--- src/verilog/tenyr_pkg.sv ---
package tenyr_pkg;

    // ==================================================
    // Basic types
    // ==================================================

    typedef logic [31:0] word_t;

    // Data-bus request driven by the core.
    typedef struct packed {
        word_t addr;
        word_t wdata;
        logic  rw;     // 1 means write.
        logic  valid;
    } bus_req_t;

    // ==================================================
    // Instruction word
    // ==================================================

    typedef struct packed {
        logic [1:0]        fmt;
        logic [1:0]        dd;    // Destination kind.
        logic [3:0]        z;
        logic [3:0]        x;
        logic [3:0]        y;
        logic [3:0]        op;
        logic signed [11:0] imm12;
    } reg_form_t;

    typedef struct packed {
        logic [1:0]         fmt;
        logic [1:0]         dd;
        logic [3:0]         z;
        logic signed [23:0] imm24;
    } imm_form_t;

    // Both views share fmt, dd and z at the same bit positions.
    typedef union packed {
        reg_form_t reg_form;
        imm_form_t imm_form;
    } insn_t;

    typedef enum logic [3:0] {
        op_add    = 4'd0,
        op_sub    = 4'd1,
        op_and    = 4'd2,
        op_or     = 4'd3,
        op_xor    = 4'd4,
        op_shl    = 4'd5,  // Shift by low 5 bits of y.
        op_cmp_eq = 4'd6   // All ones when equal.
    } op_e;

    localparam logic [1:0] fmt_reg = 2'd0;
    localparam logic [1:0] fmt_imm = 2'd1;  // Formats 2 and 3 are illegal.

    localparam logic [1:0] dd_reg   = 2'd0;
    localparam logic [1:0] dd_load  = 2'd1;
    localparam logic [1:0] dd_store = 2'd2;

    // ==================================================
    // Address map and halt bits
    // ==================================================

    localparam int          ram_words = 1024;
    localparam int          ram_aw    = $clog2(ram_words);
    localparam logic [11:0] seg7_base = 12'h100;

    localparam int halt_tenyr    = 0;
    localparam int halt_external = 1;

    localparam logic [3:0] reg_p = 4'd15;  // Program counter.

endpackage

--- src/verilog/seg7_display.sv ---
module seg7_display #(
    parameter int scan_bits = 4
) (
    input  logic                clk,
    input  logic                reset,
    input  tenyr_pkg::bus_req_t req,
    input  logic                dev_sel,
    output tenyr_pkg::word_t    rdata,
    output logic [7:0]          seg,
    output logic [3:0]          an
);
    import tenyr_pkg::*;

    logic [15:0]          value;
    logic [scan_bits+1:0] scan_cnt;
    logic [1:0]           digit;
    logic [3:0]           nibble;

    // Active-high segments, gfedcba.
    function automatic logic [6:0] hex_segs(input logic [3:0] hex);
        logic [6:0] s;
        case (hex)
            4'h0: s = 7'h3f;
            4'h1: s = 7'h06;
            4'h2: s = 7'h5b;
            4'h3: s = 7'h4f;
            4'h4: s = 7'h66;
            4'h5: s = 7'h6d;
            4'h6: s = 7'h7d;
            4'h7: s = 7'h07;
            4'h8: s = 7'h7f;
            4'h9: s = 7'h6f;
            4'ha: s = 7'h77;
            4'hb: s = 7'h7c;
            4'hc: s = 7'h39;
            4'hd: s = 7'h5e;
            4'he: s = 7'h79;
            default: s = 7'h71;
        endcase
        return s;
    endfunction

    // ==================================================
    // Bus side
    // ==================================================

    always_ff @(posedge clk) begin
        if (reset)
            value <= '0;
        else if (dev_sel && req.valid && req.rw)
            value <= req.wdata[15:0];  // Low half only.
    end

    always_ff @(posedge clk) begin
        rdata <= {16'h0000, value};
    end

    // Scan one digit per 2^scan_bits cycles.
    always_ff @(posedge clk) begin
        if (reset)
            scan_cnt <= '0;
        else
            scan_cnt <= scan_cnt + 1'b1;
    end

    assign digit  = scan_cnt[scan_bits+1:scan_bits];
    assign nibble = value[digit*4 +: 4];
    assign an     = ~(4'b0001 << digit);      // One-cold.
    assign seg    = {1'b1, ~hex_segs(nibble)};  // Point stays off.

endmodule

--- config.mk ---
export PLATFORM = sky130hd
export DESIGN_NAME = seg7_display
export DESIGN_NICKNAME = d
export VERILOG_FILES = /design/src/verilog/tenyr_pkg.sv /design/src/verilog/seg7_display.sv
export SDC_FILE = /design/constraint.sdc
export NUM_CORES = 1
export LEC_CHECK = 0
export BUFFER_PORTS_ARGS = -buffer_cell sky130_fd_sc_hd__buf_2
export CORE_AREA = 5 5 67 69
export DETAILED_ROUTE_END_ITERATION = 12
export DIE_AREA = 0 0 72 74
export GPL_TIMING_DRIVEN = 0
export PLACE_DENSITY = 0.86
export SKIP_LAST_GASP = 1
export SYNTH_ARGS = -nofsm -noshare
export SYNTH_HDL_FRONTEND = slang
export SYNTH_SLANG_ARGS = --single-unit
--- constraint.sdc ---
create_clock -name clk -period 7.85 [get_ports clk]
set_input_delay 2.355 -clock clk [delete_from_list [all_inputs] [get_ports clk]]
set_output_delay 2.355 -clock clk [all_outputs]
set_load 0.03 [all_outputs]
# --- Word level (Yosys, flattened, before mapping) ---
# Memories as Yosys holds them, arrays and structs flattened.
# Cells that the tools add are included.
classes:
  addsub: 1
  shift: 2
  bitwise_logic: 2
  n_reduce_logical: 2
op_table:
  columns: ["cell", "count"]
  rows:
  - ["variable part select 16 x 5 -> 4 bit", 1]
  - ["NOT 7 bit", 1]
  - ["adder 6 x 1 -> 6 bit (second input constant)", 1]
  - ["NOT 4 bit", 1]
  - ["left shift 1 x 2 -> 4 bit (first input constant)", 1]
  - ["logical AND 1 bit", 2]
word_totals:
  reg_bits: 38
  rom_bits: 112
  in_bits: 69
  output_inout_bits: 44
  n_memories: 1
mem_list:
  columns: ["name", "words", "width", "rd", "rd_ports_with_merged_regs", "wr", "line_no", "text"]
  rows:
  - ["(no name shown)", 16, 7, 1, 0, 0, "seg7_display.sv:22", "case (hex)"]

# --- Depth between registers and ports, before layout ---
# An unclocked memory read counts as a cell.
logic_depth:
  depth_word: 3
  depth_mapped: 7
  depth_no_buf: 6

# --- Worst setup path before layout ---
# OpenSTA, ideal clock, no wires.
synth_timing:
  path_kind: "flip-flop to output port"
  startpoint: "register scan_cnt[4]"
  endpoint: "output seg[0]"
  t_arrival_ns: 1.978
  required_ns: 5.495
  slack_ns: 3.517
  path_stages_with_launch: 7
  n_path_buf: 1
  cell_sequence: "dfxtp_1 -> buf_6 -> mux4_1 -> inv_1 -> ha_1 -> inv_1 -> o221ai_1"
synth_via:
  elab_chain_cells: 3
synth_lines:
  columns: ["item", "line_no", "text"]
  rows:
  - ["start: declaration", "seg7_display.sv:15", "logic [scan_bits+1:0] scan_cnt;"]
  - ["start signal: assignment", "seg7_display.sv:63", "scan_cnt <= scan_cnt + 1'b1;"]
  - ["variable part select 16 x 5 -> 4 bit", "seg7_display.sv:67", "assign nibble = value[digit*4 +: 4];"]
  - ["memory (16 x 7 bit)", null, null]
  - ["NOT 7 bit", "seg7_display.sv:69", "assign seg = {1'b1, ~hex_segs(nibble)};"]
  - ["end: declaration", "seg7_display.sv:9", "output logic [7:0] seg,"]
# Every way passes these cells.

# --- Worst setup path after layout ---
layout_timing:
  startpoint: "register scan_cnt[4]"
  endpoint: "output seg[3]"
# Same word-level chain as after synthesis.

==> results.md <==
- Outcome: completed
- Storage cell area: 761 sq um
- Commonest non-fill, non-tap cells in the layout: buf_2, dfxtp_1, nand2_1
- CTS resizes: 0
- Yosys top cell by area: dfxtp_1
- Peak VDD IR: 0.0898 mV
- Share of the synthesized area in the top cell type: 47.2%
- Final setup vio count: 0
- Sequential element share of the synthesized area: 47.2%
- Routed len/inst: 11.7 um
- CP max FO: 10
- Total negative slack: 0 ns
- Core ar.: 0.00386 sq mm
- Initial antenna violation count: 0
- WL final: 3.34 mm
- # DRC: 0
- Synth top area cells: dfxtp_1, buf_4, nand2_1, mux4_2, ha_1
- CP Data Arrival Time: 2.41 ns
- RSZ-0062 raised after global routing: no
- Die ar.: 0.00533 sq mm
- Nets: 313
- CTS buffer count: 5
- CP delay by family, top: multiplexers
- Antenna Cells: 0
- Commonest non-fill, non-tap cell in the layout: buf_2
- Largest net degree at the start of global routing: 11
- Syn-to-layout area delta: 27.1%
- Post-CTS Setup Bufs: 0
- Routed Antenna Nets: 0
- DIE WIDTH: 72 um
- Initial Utilization: 41.8%
- H-tree depth: 2
- Fin util: 53.1%
- Final Slew Violations: 0
- DR pass1 iterations: 4
- Hold WC Path Type: reg2reg
- Worst-skew pair later-pin latency: 0.28 ns
- Cell area after synthesis: 0.00161 sq mm
- Yosys warnings: 0
- Vias: 1,291
- Synthesized flop and latch total: 38
- Clock Pin Slew Worst Setup and Hold Paths: 0.07 ns
- Yosys cell types: 30
- Leakage power total: 0.951 nW
- Tot Pwr: 0.385 mW
- Number of fill cells: 382
- Final Hold Viols: 0
- CP bufs+invs: 4
- Area occupied by multi-input gates: 702 sq um
- Worst setup EP type: output pin
- Met3 Usage GRT: 4.32%
- Clk root buf: clkbuf_8
- Max Root-Sink Buffers: 2
- WP data required: 5.50 ns
- Fin crit period: 4.77 ns
- Sink Count: 38
- Worst hold slack: 0.360 ns
- Syn_area_per_cell: 9.60 sq um
- Global routing met2 resource utilization: 22.6%
- GR peak layer: met2
- Cts hold-fix bufs: 0
- Die H: 74 um
- CTS tree: built
- Slowest cell delay on critical path: 0.69 ns
- Pwr dens: 188 mW/mm^2
- GR Overflow Total: 0
- GRT Total Usage: 12.9%
- Crit-path cells: buf_6 > mux4_1 > inv_1 > ha_1 > inv_1 > mux4_2 > buf_2
- Worst Setup Path Type: reg2out
- First-pass GRT wire length: 5.22 mm
- Vias per inst: 4.51
- Vias in the first global route: 1,184
- Cells after Synth: 168
- Layout cells sized above 1: 33.1%
- Max Cap Viol: 0
- Final clock skew: 0.00292 ns
- Ports: 113
- Slowest-stage cell, CP: mux4_1
- Port Buffers: 47
- Most common cell on crit path: inv_1
- Startpoint types: register
- Core Rows: 23
- Final GP Congestion: 0.851
- Detailed router's first-iteration violation count: 22
- Fin crit share: 60.7%
- Grt met1 use: 14.2%
- Hpwl dp: 2.62 mm
- Achievable frequency: 0.210 GHz
## sequential cells by signal, summed over array words and instances, names as in the netlist
name / count
scan_cnt: 6
value: 16
rdata: 16
## power breakdown
| group | switching [mW] | leakage [nW] | internal [mW] | total [mW] |
|---|---|---|---|---|
| logic | 0.0353 | 0.599 | 0.0199 | 0.0552 |
| registers | 0.00359 | 0.309 | 0.200 | 0.203 |
| clock network | 0.0590 | 0.0431 | 0.0676 | 0.127 |
## kinds of logic after synthesis
family	count (synthesis)	share of synthesized area [%]
AO/OA/AOI/OAI	24	8.22
XOR/XNOR	4	2.17
adder cells (fa/ha/maj)	7	5.43
buffers and inverters	32	12.8
flip-flops	38	47.2
multiplexers	9	9.70
other	2	0.466
AND/OR/NAND/NOR	52	14.0
## cell type report
class | instances | area share [%]
Buffer | 25 | 8.79
Tap cell | 50 | 3.05
Timing Repair Buffer | 47 | 11.5
Sequential cell | 38 | 37.1
Clock buffer | 6 | 4.03
Multi-Input combinational cell | 113 | 34.2
Inverter | 7 | 1.28
## path summary, 6_finish.rpt
| kind | depth (start not counted) | endpoint | startpoint | slack (ns) |
|---|---|---|---|---|
| min | 0 | rdata[13] | value[13] | 0.36 |
| min reg2reg | 0 | rdata[13] | value[13] | 0.36 |
| max | 7 | seg[3] | scan_cnt[4] | 3.08 |
| max reg2reg | 4 | scan_cnt[5] | scan_cnt[4] | 6.77 |
## cells in the mapped netlist, drive strengths merged
cell type  number
or3             1
nand2b          2
nand3           5
conb            2
ha              7
a21oi          17
dfxtp          38
clkbuf          4
nand3b          1
o221ai          1
mux4            5
a32o            1
and3            1
o22ai           3
xor2            3
mux2i           4
or2             2
xnor2           1
inv             7
or2b            1
nor2b           1
nor2            4
o21ai           2
nand2          34
buf            21
## metal layers
layer  routed length [um]  up-vias
met4                   56        0
li1                     -      652
met5                    0        -
met1                 1270      588
met3                  265        7
met2                 1750       44
## through the flow
stage               cells  cell area [sq um]  setup slack, ns
floorplan             183               1670             3.52
global placement      280               1970             3.42
detailed placement    280               1970             3.37
CTS                   286               2050             3.05
global route          286               2050             2.96
finish                286               2050             3.08
No activity file was read; power rests on OpenSTA's default activity.
