[src/verilog/tenyr_pkg.sv]
package tenyr_pkg;

    // ==================================================
    // Basic types
    // ==================================================

    typedef logic [31:0] word_t;

    // Data-bus request driven by the core.
    typedef struct packed {
        word_t addr;
        word_t wdata;
        logic  rw;     // 1 means write.
        logic  valid;
    } bus_req_t;

    // ==================================================
    // Instruction word
    // ==================================================

    typedef struct packed {
        logic [1:0]        fmt;
        logic [1:0]        dd;    // Destination kind.
        logic [3:0]        z;
        logic [3:0]        x;
        logic [3:0]        y;
        logic [3:0]        op;
        logic signed [11:0] imm12;
    } reg_form_t;

    typedef struct packed {
        logic [1:0]         fmt;
        logic [1:0]         dd;
        logic [3:0]         z;
        logic signed [23:0] imm24;
    } imm_form_t;

    // Both views share fmt, dd and z at the same bit positions.
    typedef union packed {
        reg_form_t reg_form;
        imm_form_t imm_form;
    } insn_t;

    typedef enum logic [3:0] {
        op_add    = 4'd0,
        op_sub    = 4'd1,
        op_and    = 4'd2,
        op_or     = 4'd3,
        op_xor    = 4'd4,
        op_shl    = 4'd5,  // Shift by low 5 bits of y.
        op_cmp_eq = 4'd6   // All ones when equal.
    } op_e;

    localparam logic [1:0] fmt_reg = 2'd0;
    localparam logic [1:0] fmt_imm = 2'd1;  // Formats 2 and 3 are illegal.

    localparam logic [1:0] dd_reg   = 2'd0;
    localparam logic [1:0] dd_load  = 2'd1;
    localparam logic [1:0] dd_store = 2'd2;

    // ==================================================
    // Address map and halt bits
    // ==================================================

    localparam int          ram_words = 1024;
    localparam int          ram_aw    = $clog2(ram_words);
    localparam logic [11:0] seg7_base = 12'h100;

    localparam int halt_tenyr    = 0;
    localparam int halt_external = 1;

    localparam logic [3:0] reg_p = 4'd15;  // Program counter.

endpackage

[src/verilog/tenyr_core.sv]
module tenyr_core (
    input  logic                clk,
    input  logic                reset,
    input  logic                halt_in,
    output tenyr_pkg::word_t    insn_addr,
    input  tenyr_pkg::insn_t    insn,
    output tenyr_pkg::bus_req_t req,
    input  tenyr_pkg::word_t    rdata,
    output logic [1:0]          halted
);
    import tenyr_pkg::*;

    typedef enum logic [1:0] {
        st_fetch,
        st_exec,
        st_wb
    } state_e;

    state_e     state;
    word_t      pc;
    word_t      regs [16];
    logic [3:0] wb_z;       // Load target held for writeback.
    logic       halt_tenyr_q;
    logic       halt_ext_q;

    logic [1:0] fmt;
    logic [1:0] dd;
    logic [3:0] dst;
    logic       legal;
    logic       is_load;
    logic       is_store;
    word_t      op_a;
    word_t      op_b;
    word_t      alu_out;
    word_t      result;
    word_t      store_val;

    // Register 0 reads zero, P reads as the next address.
    function automatic word_t read_reg(input logic [3:0] idx);
        word_t val;
        if (idx == 4'd0)
            val = '0;
        else if (idx == reg_p)
            val = pc + 32'd1;
        else
            val = regs[idx];
        return val;
    endfunction

    // ==================================================
    // Decode and execute
    // ==================================================

    always_comb begin
        fmt      = insn.reg_form.fmt;
        dd       = insn.reg_form.dd;
        dst      = insn.reg_form.z;
        legal    = (fmt == fmt_reg) || (fmt == fmt_imm);
        is_load  = (dd == dd_load);
        is_store = (dd == dd_store);
        op_a     = read_reg(insn.reg_form.x);
        op_b     = read_reg(insn.reg_form.y);
        store_val = read_reg(dst);

        case (op_e'(insn.reg_form.op))
            op_add:    alu_out = op_a + op_b;
            op_sub:    alu_out = op_a - op_b;
            op_and:    alu_out = op_a & op_b;
            op_or:     alu_out = op_a | op_b;
            op_xor:    alu_out = op_a ^ op_b;
            op_shl:    alu_out = op_a << op_b[4:0];
            op_cmp_eq: alu_out = (op_a == op_b) ? '1 : '0;
            default:   alu_out = '0;  // Unused op codes.
        endcase

        if (fmt == fmt_imm)
            result = {{8{insn.imm_form.imm24[23]}}, insn.imm_form.imm24};
        else
            result = alu_out + {{20{insn.reg_form.imm12[11]}}, insn.reg_form.imm12};
    end

    // Bus request only in execute, and only for memory kinds.
    always_comb begin
        req.addr  = result;
        req.wdata = store_val;
        req.rw    = is_store;
        req.valid = (state == st_exec) && legal && (is_load || is_store);
    end

    assign insn_addr             = pc;
    assign halted[halt_tenyr]    = halt_tenyr_q;
    assign halted[halt_external] = halt_ext_q;

    // ==================================================
    // Control FSM
    // ==================================================

    always_ff @(posedge clk) begin
        if (reset) begin
            state        <= st_fetch;
            pc           <= '0;
            halt_tenyr_q <= 1'b0;
            halt_ext_q   <= 1'b0;
        end else begin
            case (state)
                st_fetch: begin
                    halt_ext_q <= halt_in;  // Sampled only between instructions.
                    if (!halt_in && !halt_tenyr_q)
                        state <= st_exec;
                end
                st_exec: begin
                    state <= st_fetch;
                    if (!legal)
                        halt_tenyr_q <= 1'b1;  // Sticky until reset.
                    else if (is_load)
                        state <= st_wb;
                    else if (!is_store && dst == reg_p)
                        pc <= result;  // Jump.
                    else
                        pc <= pc + 32'd1;
                end
                st_wb: begin
                    state <= st_fetch;
                    pc    <= (wb_z == reg_p) ? rdata : pc + 32'd1;
                end
                default: state <= st_fetch;
            endcase
        end
    end

    // Register file and load target.
    always_ff @(posedge clk) begin
        if (!reset && state == st_exec && legal) begin
            if (is_load)
                wb_z <= dst;
            else if (!is_store)
                regs[dst] <= result;
        end
        if (!reset && state == st_wb)
            regs[wb_z] <= rdata;
    end

endmodule

[config.mk]
export PLATFORM = sky130hd
export DESIGN_NAME = tenyr_core
export DESIGN_NICKNAME = d
export VERILOG_FILES = /design/src/verilog/tenyr_pkg.sv /design/src/verilog/tenyr_core.sv
export SDC_FILE = /design/constraint.sdc
export NUM_CORES = 2
export LEC_CHECK = 0
export ABC_CLOCK_PERIOD_IN_PS = 12000
export BUFFER_PORTS_ARGS = -buffer_cell sky130_fd_sc_hd__buf_2
export CORE_MARGIN = 1.5
export CORE_UTILIZATION = 50
export DETAILED_ROUTE_END_ITERATION = 6
export HOLD_SLACK_MARGIN = 0.1
export PLACE_DENSITY = 0.69
export SLEW_MARGIN = 30
export SYNTH_ARGS = -nofsm -noshare
export SYNTH_HDL_FRONTEND = slang
export SYNTH_SLANG_ARGS = --single-unit
[constraint.sdc]
create_clock -name clk -period 12 [get_ports clk]
set_input_delay 0.6 -clock clk [delete_from_list [all_inputs] [get_ports clk]]
set_output_delay 0.6 -clock clk [all_outputs]
set_load 0.05 [all_outputs]
# After elaboration in Yosys (flattened, before gate mapping)
# Memory sizes are Yosys's and may differ from the RTL's.
# Index checks and enable logic that the tools add are counted.
# word_totals
register_bits,40
latchBits,0
ram_bits,512
rom_bits,0
input_bits,67
output_inout_bits,100
wordCells,85
memories,1
# op_classes
add_sub_neg,4
multipliers,0
div,0
n_lt_le_gt_ge,0
eq_ne,19
n_shift,1
muxes,27
n_bitwise,4
n_reduce_logical,24
# mem_list
memory,depth,width,rd,rd_clocked_by_memory_dff,wr,line,source
regs,16,32,3,0,1,tenyr_core.sv:21,word_t regs [16];
# ops
cell,n
2-to-1 mux 32 bit,13
case mux 32 bit (7 select lines),1
adder 32 bit,2
case mux 32 bit (2 select lines),1
adder 32 x 1 -> 32 bit (second input constant),1
AND 32 bit,1
equality test 32 bit,1
OR 32 bit,1
OR reduction 32 bit,1
<< shifter 32 x 5 -> 32 bit,1
subtractor 32 bit,1
XOR 32 bit,1
equality test 4 bit (second input constant),4
zero test 4 bit,4
equality test 4 x 3 -> 1 bit (second input constant),3
equality test 4 x 2 -> 1 bit (second input constant),2
logical AND 1 bit,7
2-to-1 mux 1 bit,7
equality test 2 x 1 -> 1 bit (second input constant),3
2-to-1 mux 2 bit,3
!= test 2 bit (second input constant),3
equality test 2 bit (second input constant),2
equality test 4 x 1 -> 1 bit (second input constant),1
zero test 1 bit,4
8 further kinds,11

# Depth between registers and ports, before layout
# logic_depth
word_depth,12
ltp_mapped,39
ltp_nobuf,36

# Worst setup path after synthesis
# No wires, ideal clock.
# synth_timing
path_kind,input to register
startpoint,input port insn[16] in the netlist's numbering
endpoint,"memory regs[0][22] in the netlist's numbering, data pin"
t_arrival_ns,9.685
required_ns,11.824
path_slack_ns,2.138
cell_stages,35
n_path_buf,8
path_cell_list,buf_4 > buf_2 > buf_1 > buf_2 > buf_1 > mux4_2 > mux4_2 > nand2_1 > nand2_1 > nand2_1 > ha_1 > clkbuf_1 > and3_1 > nand4_1 > inv_1 > nand3_1 > or3_1 > nor4_1 > clkbuf_1 > clkbuf_1 > a211oi_1 > o21ai_0 > ha_1 > o21ai_0 > a31oi_1 > o21ai_0 > a21boi_0 > o21ai_1 > a21oi_1 > o31a_1 > or4_1 > a31oi_1 > xor2_1 > o21ai_0 > mux2_2
# synth_lines
element,line,source
from (decl),tenyr_core.sv:6,"input tenyr_pkg::insn_t insn,"
to (decl),tenyr_core.sv:21,

==> results by group <==
Power and ir drop
  – Reg power frac: 39.0%
  – Internal power: 3.74 mW
  – Switch share: 35.2%
  – Clock Power Share: 29.5%
  – Logic gate share of total power: 31.5%
  – Lkg Pwr: 15.6 nW
  – Pwr per Cell Area: 132 mW/mm^2
  – Worst vdd ir: 0.113 mV
  – P_sw: 2.03 mW
  – Tot Pwr: 5.77 mW

Clock tree
  – Hold_buf cts: 0
  – Clock Pin Slew Worst Setup and Hold Paths: 70 ps
  – Inserted Clock Buffers: 53
  – CTS Sinks: 551
  – Clock latency on the worst-skew pair: 640 ps
  – Post-CTS Setup Inserts: 0
  – CTS HTree Levels: 2
  – Clock Root Buffer: clkbuf_16
  – CTS tree: done
  – Post-cts sizing count: 0
  – Clk buf depth: 3

Synthesis
  – Synth Net Count: 3570
  – Post-synthesis cell count: 3371
  – Ys Warns: 0
  – Post-synthesis cell type count: 101
  – Synth top cells by count: edfxtp_1 (515), mux4_2 (383), nor2_1 (324)
  – Post-synth ARST share: 0%
  – Synth Register Bits: 551
  – Syn_area_per_cell: 11.8 sq um
  – Largest cells by area after synthesis: edfxtp_1 (39%), mux4_2 (22%), ha_1 (4.1%), nor2_1 (3.1%), mux2i_1 (2.8%)
  – Most frequent cell after synthesis: edfxtp_1
  – Number of synthesized flops with an enable pin: 515
  – Post-synthesis sequential area ratio: 40.7%
  – Top cell type's share of synthesized area: 38.9%
  – Area leader, netlist: edfxtp_1
  – Synthesized area: 0.0398 sq mm
  – Most used DFF post-synth: edfxtp_1

STA
  – Slew Viols, Final: 0
  – Setup_tns: 0 ps
  – Final min period: 10670 ps
  – Least-Margin Pin Slew: 1070 ps
  – Slew margin rel.: 27.8%
  – Fin. Hold Viols: 0
  – Final Setup Violations: 0
  – Crit share post-route: 88.9%
  – Worst-case clock skew: 29.1 ps
  – Final worst slack: 1330 ps
  – Peak Freq: 0.0938 GHz
  – Worst Hold Slack: 140 ps
  – Unrepaired setup endpoints after global routing: no

Route
  – DRT Pass-1 Iters: 6
  – Final WL: 149000 microns
  – Starting DRT DRC Count: 5209
  – Via Count: 33000
  – DRC violations left: 0
  – DR vias/cell: 7.29
  – Antenna Nets Post-Route: 0
  – Avg WL per Cell: 32.9 microns

Global routing
  – Initial antenna violation count: 4
  – First-pass GRT wire length: 214000 microns
  – Pin count of the biggest net entering global routing: 72
  – GRT busiest layer: met2
  – Met2 Use GR: 54.4%
  – Total gr overflow: 0
  – GRT met3 Usage: 11.0%
  – GRT Util Overall: 35.9%
  – Via count of the first global-routing pass: 31200
  – Met1 Usage GRT: 46.5%

Floorplan
  – Chip width: 285 microns
  – Die area: 0.0813 sq mm
  – Io pins: 167
  – Die H: 285 microns
  – Rows: 103
  – Initial Utilization: 50.5%
  – Core area: 0.0789 sq mm

Placed design
  – Port Buffer Count: 166
  – Detailed Place HPWL: 101000 microns
  – Post-Place Worst Slack: 1780 ps
  – GPL Wtd Cong: 1.04

Worst setup path
  – Worst Setup End Kind: output pin
  – Slowest cell on the critical path: or4_4
  – Worst r2r src: insn_addr[0]
  – Worst path required time: 11400 ps
  – CP startpoint kind: flop
  – Worst r2r dst: regs[1][22]
  – Cell mode on critical path: nand2_1
  – Critical Path Fanout Max: 32
  – Largest stage delay, worst path: 690 ps
  – CP Class: reg2out
  – Critical path origin: insn_addr[0]
  – Setup slack, reg-to-reg: 2250 ps
  – Worst setup path endpoint: req[64]
  – Crit path DAT: 10070 ps
  – R2R depth: 29

Final layout
  – Multi-input logic area: 0.0222 sq mm
  – Share of cells above drive strength 1: 25.5%
  – Fill count: 6516
  – Final net count: 3636
  – P&R area growth vs syn: 9.55%
  – FF+latch area: 0.0162 sq mm

Flow run
  – Max cap viols: 0

Outcome
  – Status: finished, final reports clean

Hold path
  – Hold Crit Class: in2reg
[worst min path at each step]
stage | start | endpoint | slack (ps) | cells past startpoint
after global routing | halt_in | state[0] | 150 | 2
final | halt_in | state[0] | 140 | 2
after detailed placement | halt_tenyr_q | state[0] | 440 | 1
after global placement | halt_tenyr_q | state[0] | 460 | 1
after CTS | halt_in | state[0] | 110 | 2
after floorplan | halt_tenyr_q | state[0] | 420 | 1
[final cells by class]
type                            count  area share [%]
Clock inverter                     33           0.829
Tap cell                         1050            3.01
Inverter                          130            1.13
Sequential cell                   551            37.1
Antenna cell                        1         0.00574
Clock buffer                       64            3.14
Timing Repair Buffer              266            3.80
Multi-Input combinational cell   2435            51.0
[kinds of logic (layout without fill, tap and decap cells)]
kind of cell             after synthesis  after routing  share of synthesized area, %
AO/OA/AOI/OAI                        776            776                          12.9
XOR/XNOR                              89             89                          1.96
adder cells (fa/ha/maj)              132            132                          4.21
buffers and inverters                385            493                          4.12
flip-flops                           551            551                          40.7
multiplexers                         541            541                          25.8
other                                  0              1                             0
AND/OR/NAND/NOR                      897            897                          10.3
[power groups by stage]
| stage | clock network, mW | logic [mW] | registers (mW) |
|---|---|---|---|
| 2_1_floorplan | 0 | 1.19 | 2.30 |
| 3_3_place_gp | 0 | 1.75 | 2.29 |
| 3_5_place_dp | 0 | 1.75 | 2.29 |
| 4_1_cts | 1.71 | 1.76 | 2.25 |
| 5_1_grt | 1.78 | 1.91 | 2.25 |
| 6_report | 1.70 | 1.82 | 2.25 |
[per-layer routing]
metal  routed length, microns  vias to the layer above  part of all wire (%)
met4                     8780                        6                   5.9
met2                    66600                     2819                    45
met5                       40                        -                 0.027
li1                         -                    13400                     -
met3                    21300                      517                    14
met1                    52100                    16300                    35
[metrics by stage]
stage	std cells	utilization (%)	cell area (sq um)
4_1_cts	4527	55.2	43500
3_5_place_dp	4430	53.0	41800
3_3_place_gp	4430	53.0	41800
5_1_grt	4529	55.3	43600
6_report	4530	55.3	43600
2_1_floorplan	3371	-	39800
[critical path: cells and delay by family (launching register included)]
| kind | cells | cell delay [ps] |
|---|---|---|
| flops | 1 | 600 |
| xor+xnor | 1 | 640 |
| mux | 1 | 290 |
| compound gates | 10 | 2350 |
| buf+inv | 2 | 690 |
| fa+ha+maj | 3 | 1170 |
| simple gates | 13 | 3630 |
[placed cells by master (no fill, tap or decap), types with 29 or more instances in the layout]
cell type,Yosys,final
ha_1,129,129
mux2_2,44,44
edfxtp_1,515,515
nand3_1,51,50
a21oi_1,209,207
a21o_1,29,29
nor3_1,60,60
o21ai_0,144,144
clkbuf_16,0,53
inv_1,123,122
xor2_1,41,41
buf_4,19,100
o22ai_1,38,38
mux2i_1,111,111
a211oi_1,43,42
nand2_1,275,274
a31oi_1,44,44
buf_2,31,159
xnor2_1,48,48
mux4_2,383,383
nor2_1,324,287
o211ai_1,36,36
dfxtp_1,36,36
[registers in the layout, summed over array words and instances (netlist names)]
signal / flops
halt_ext_q: 1
insn_addr: 32
state: 2
wb_z: 4
regs: 511
halt_tenyr_q: 1
No activity file was read; power rests on OpenSTA's default activity.
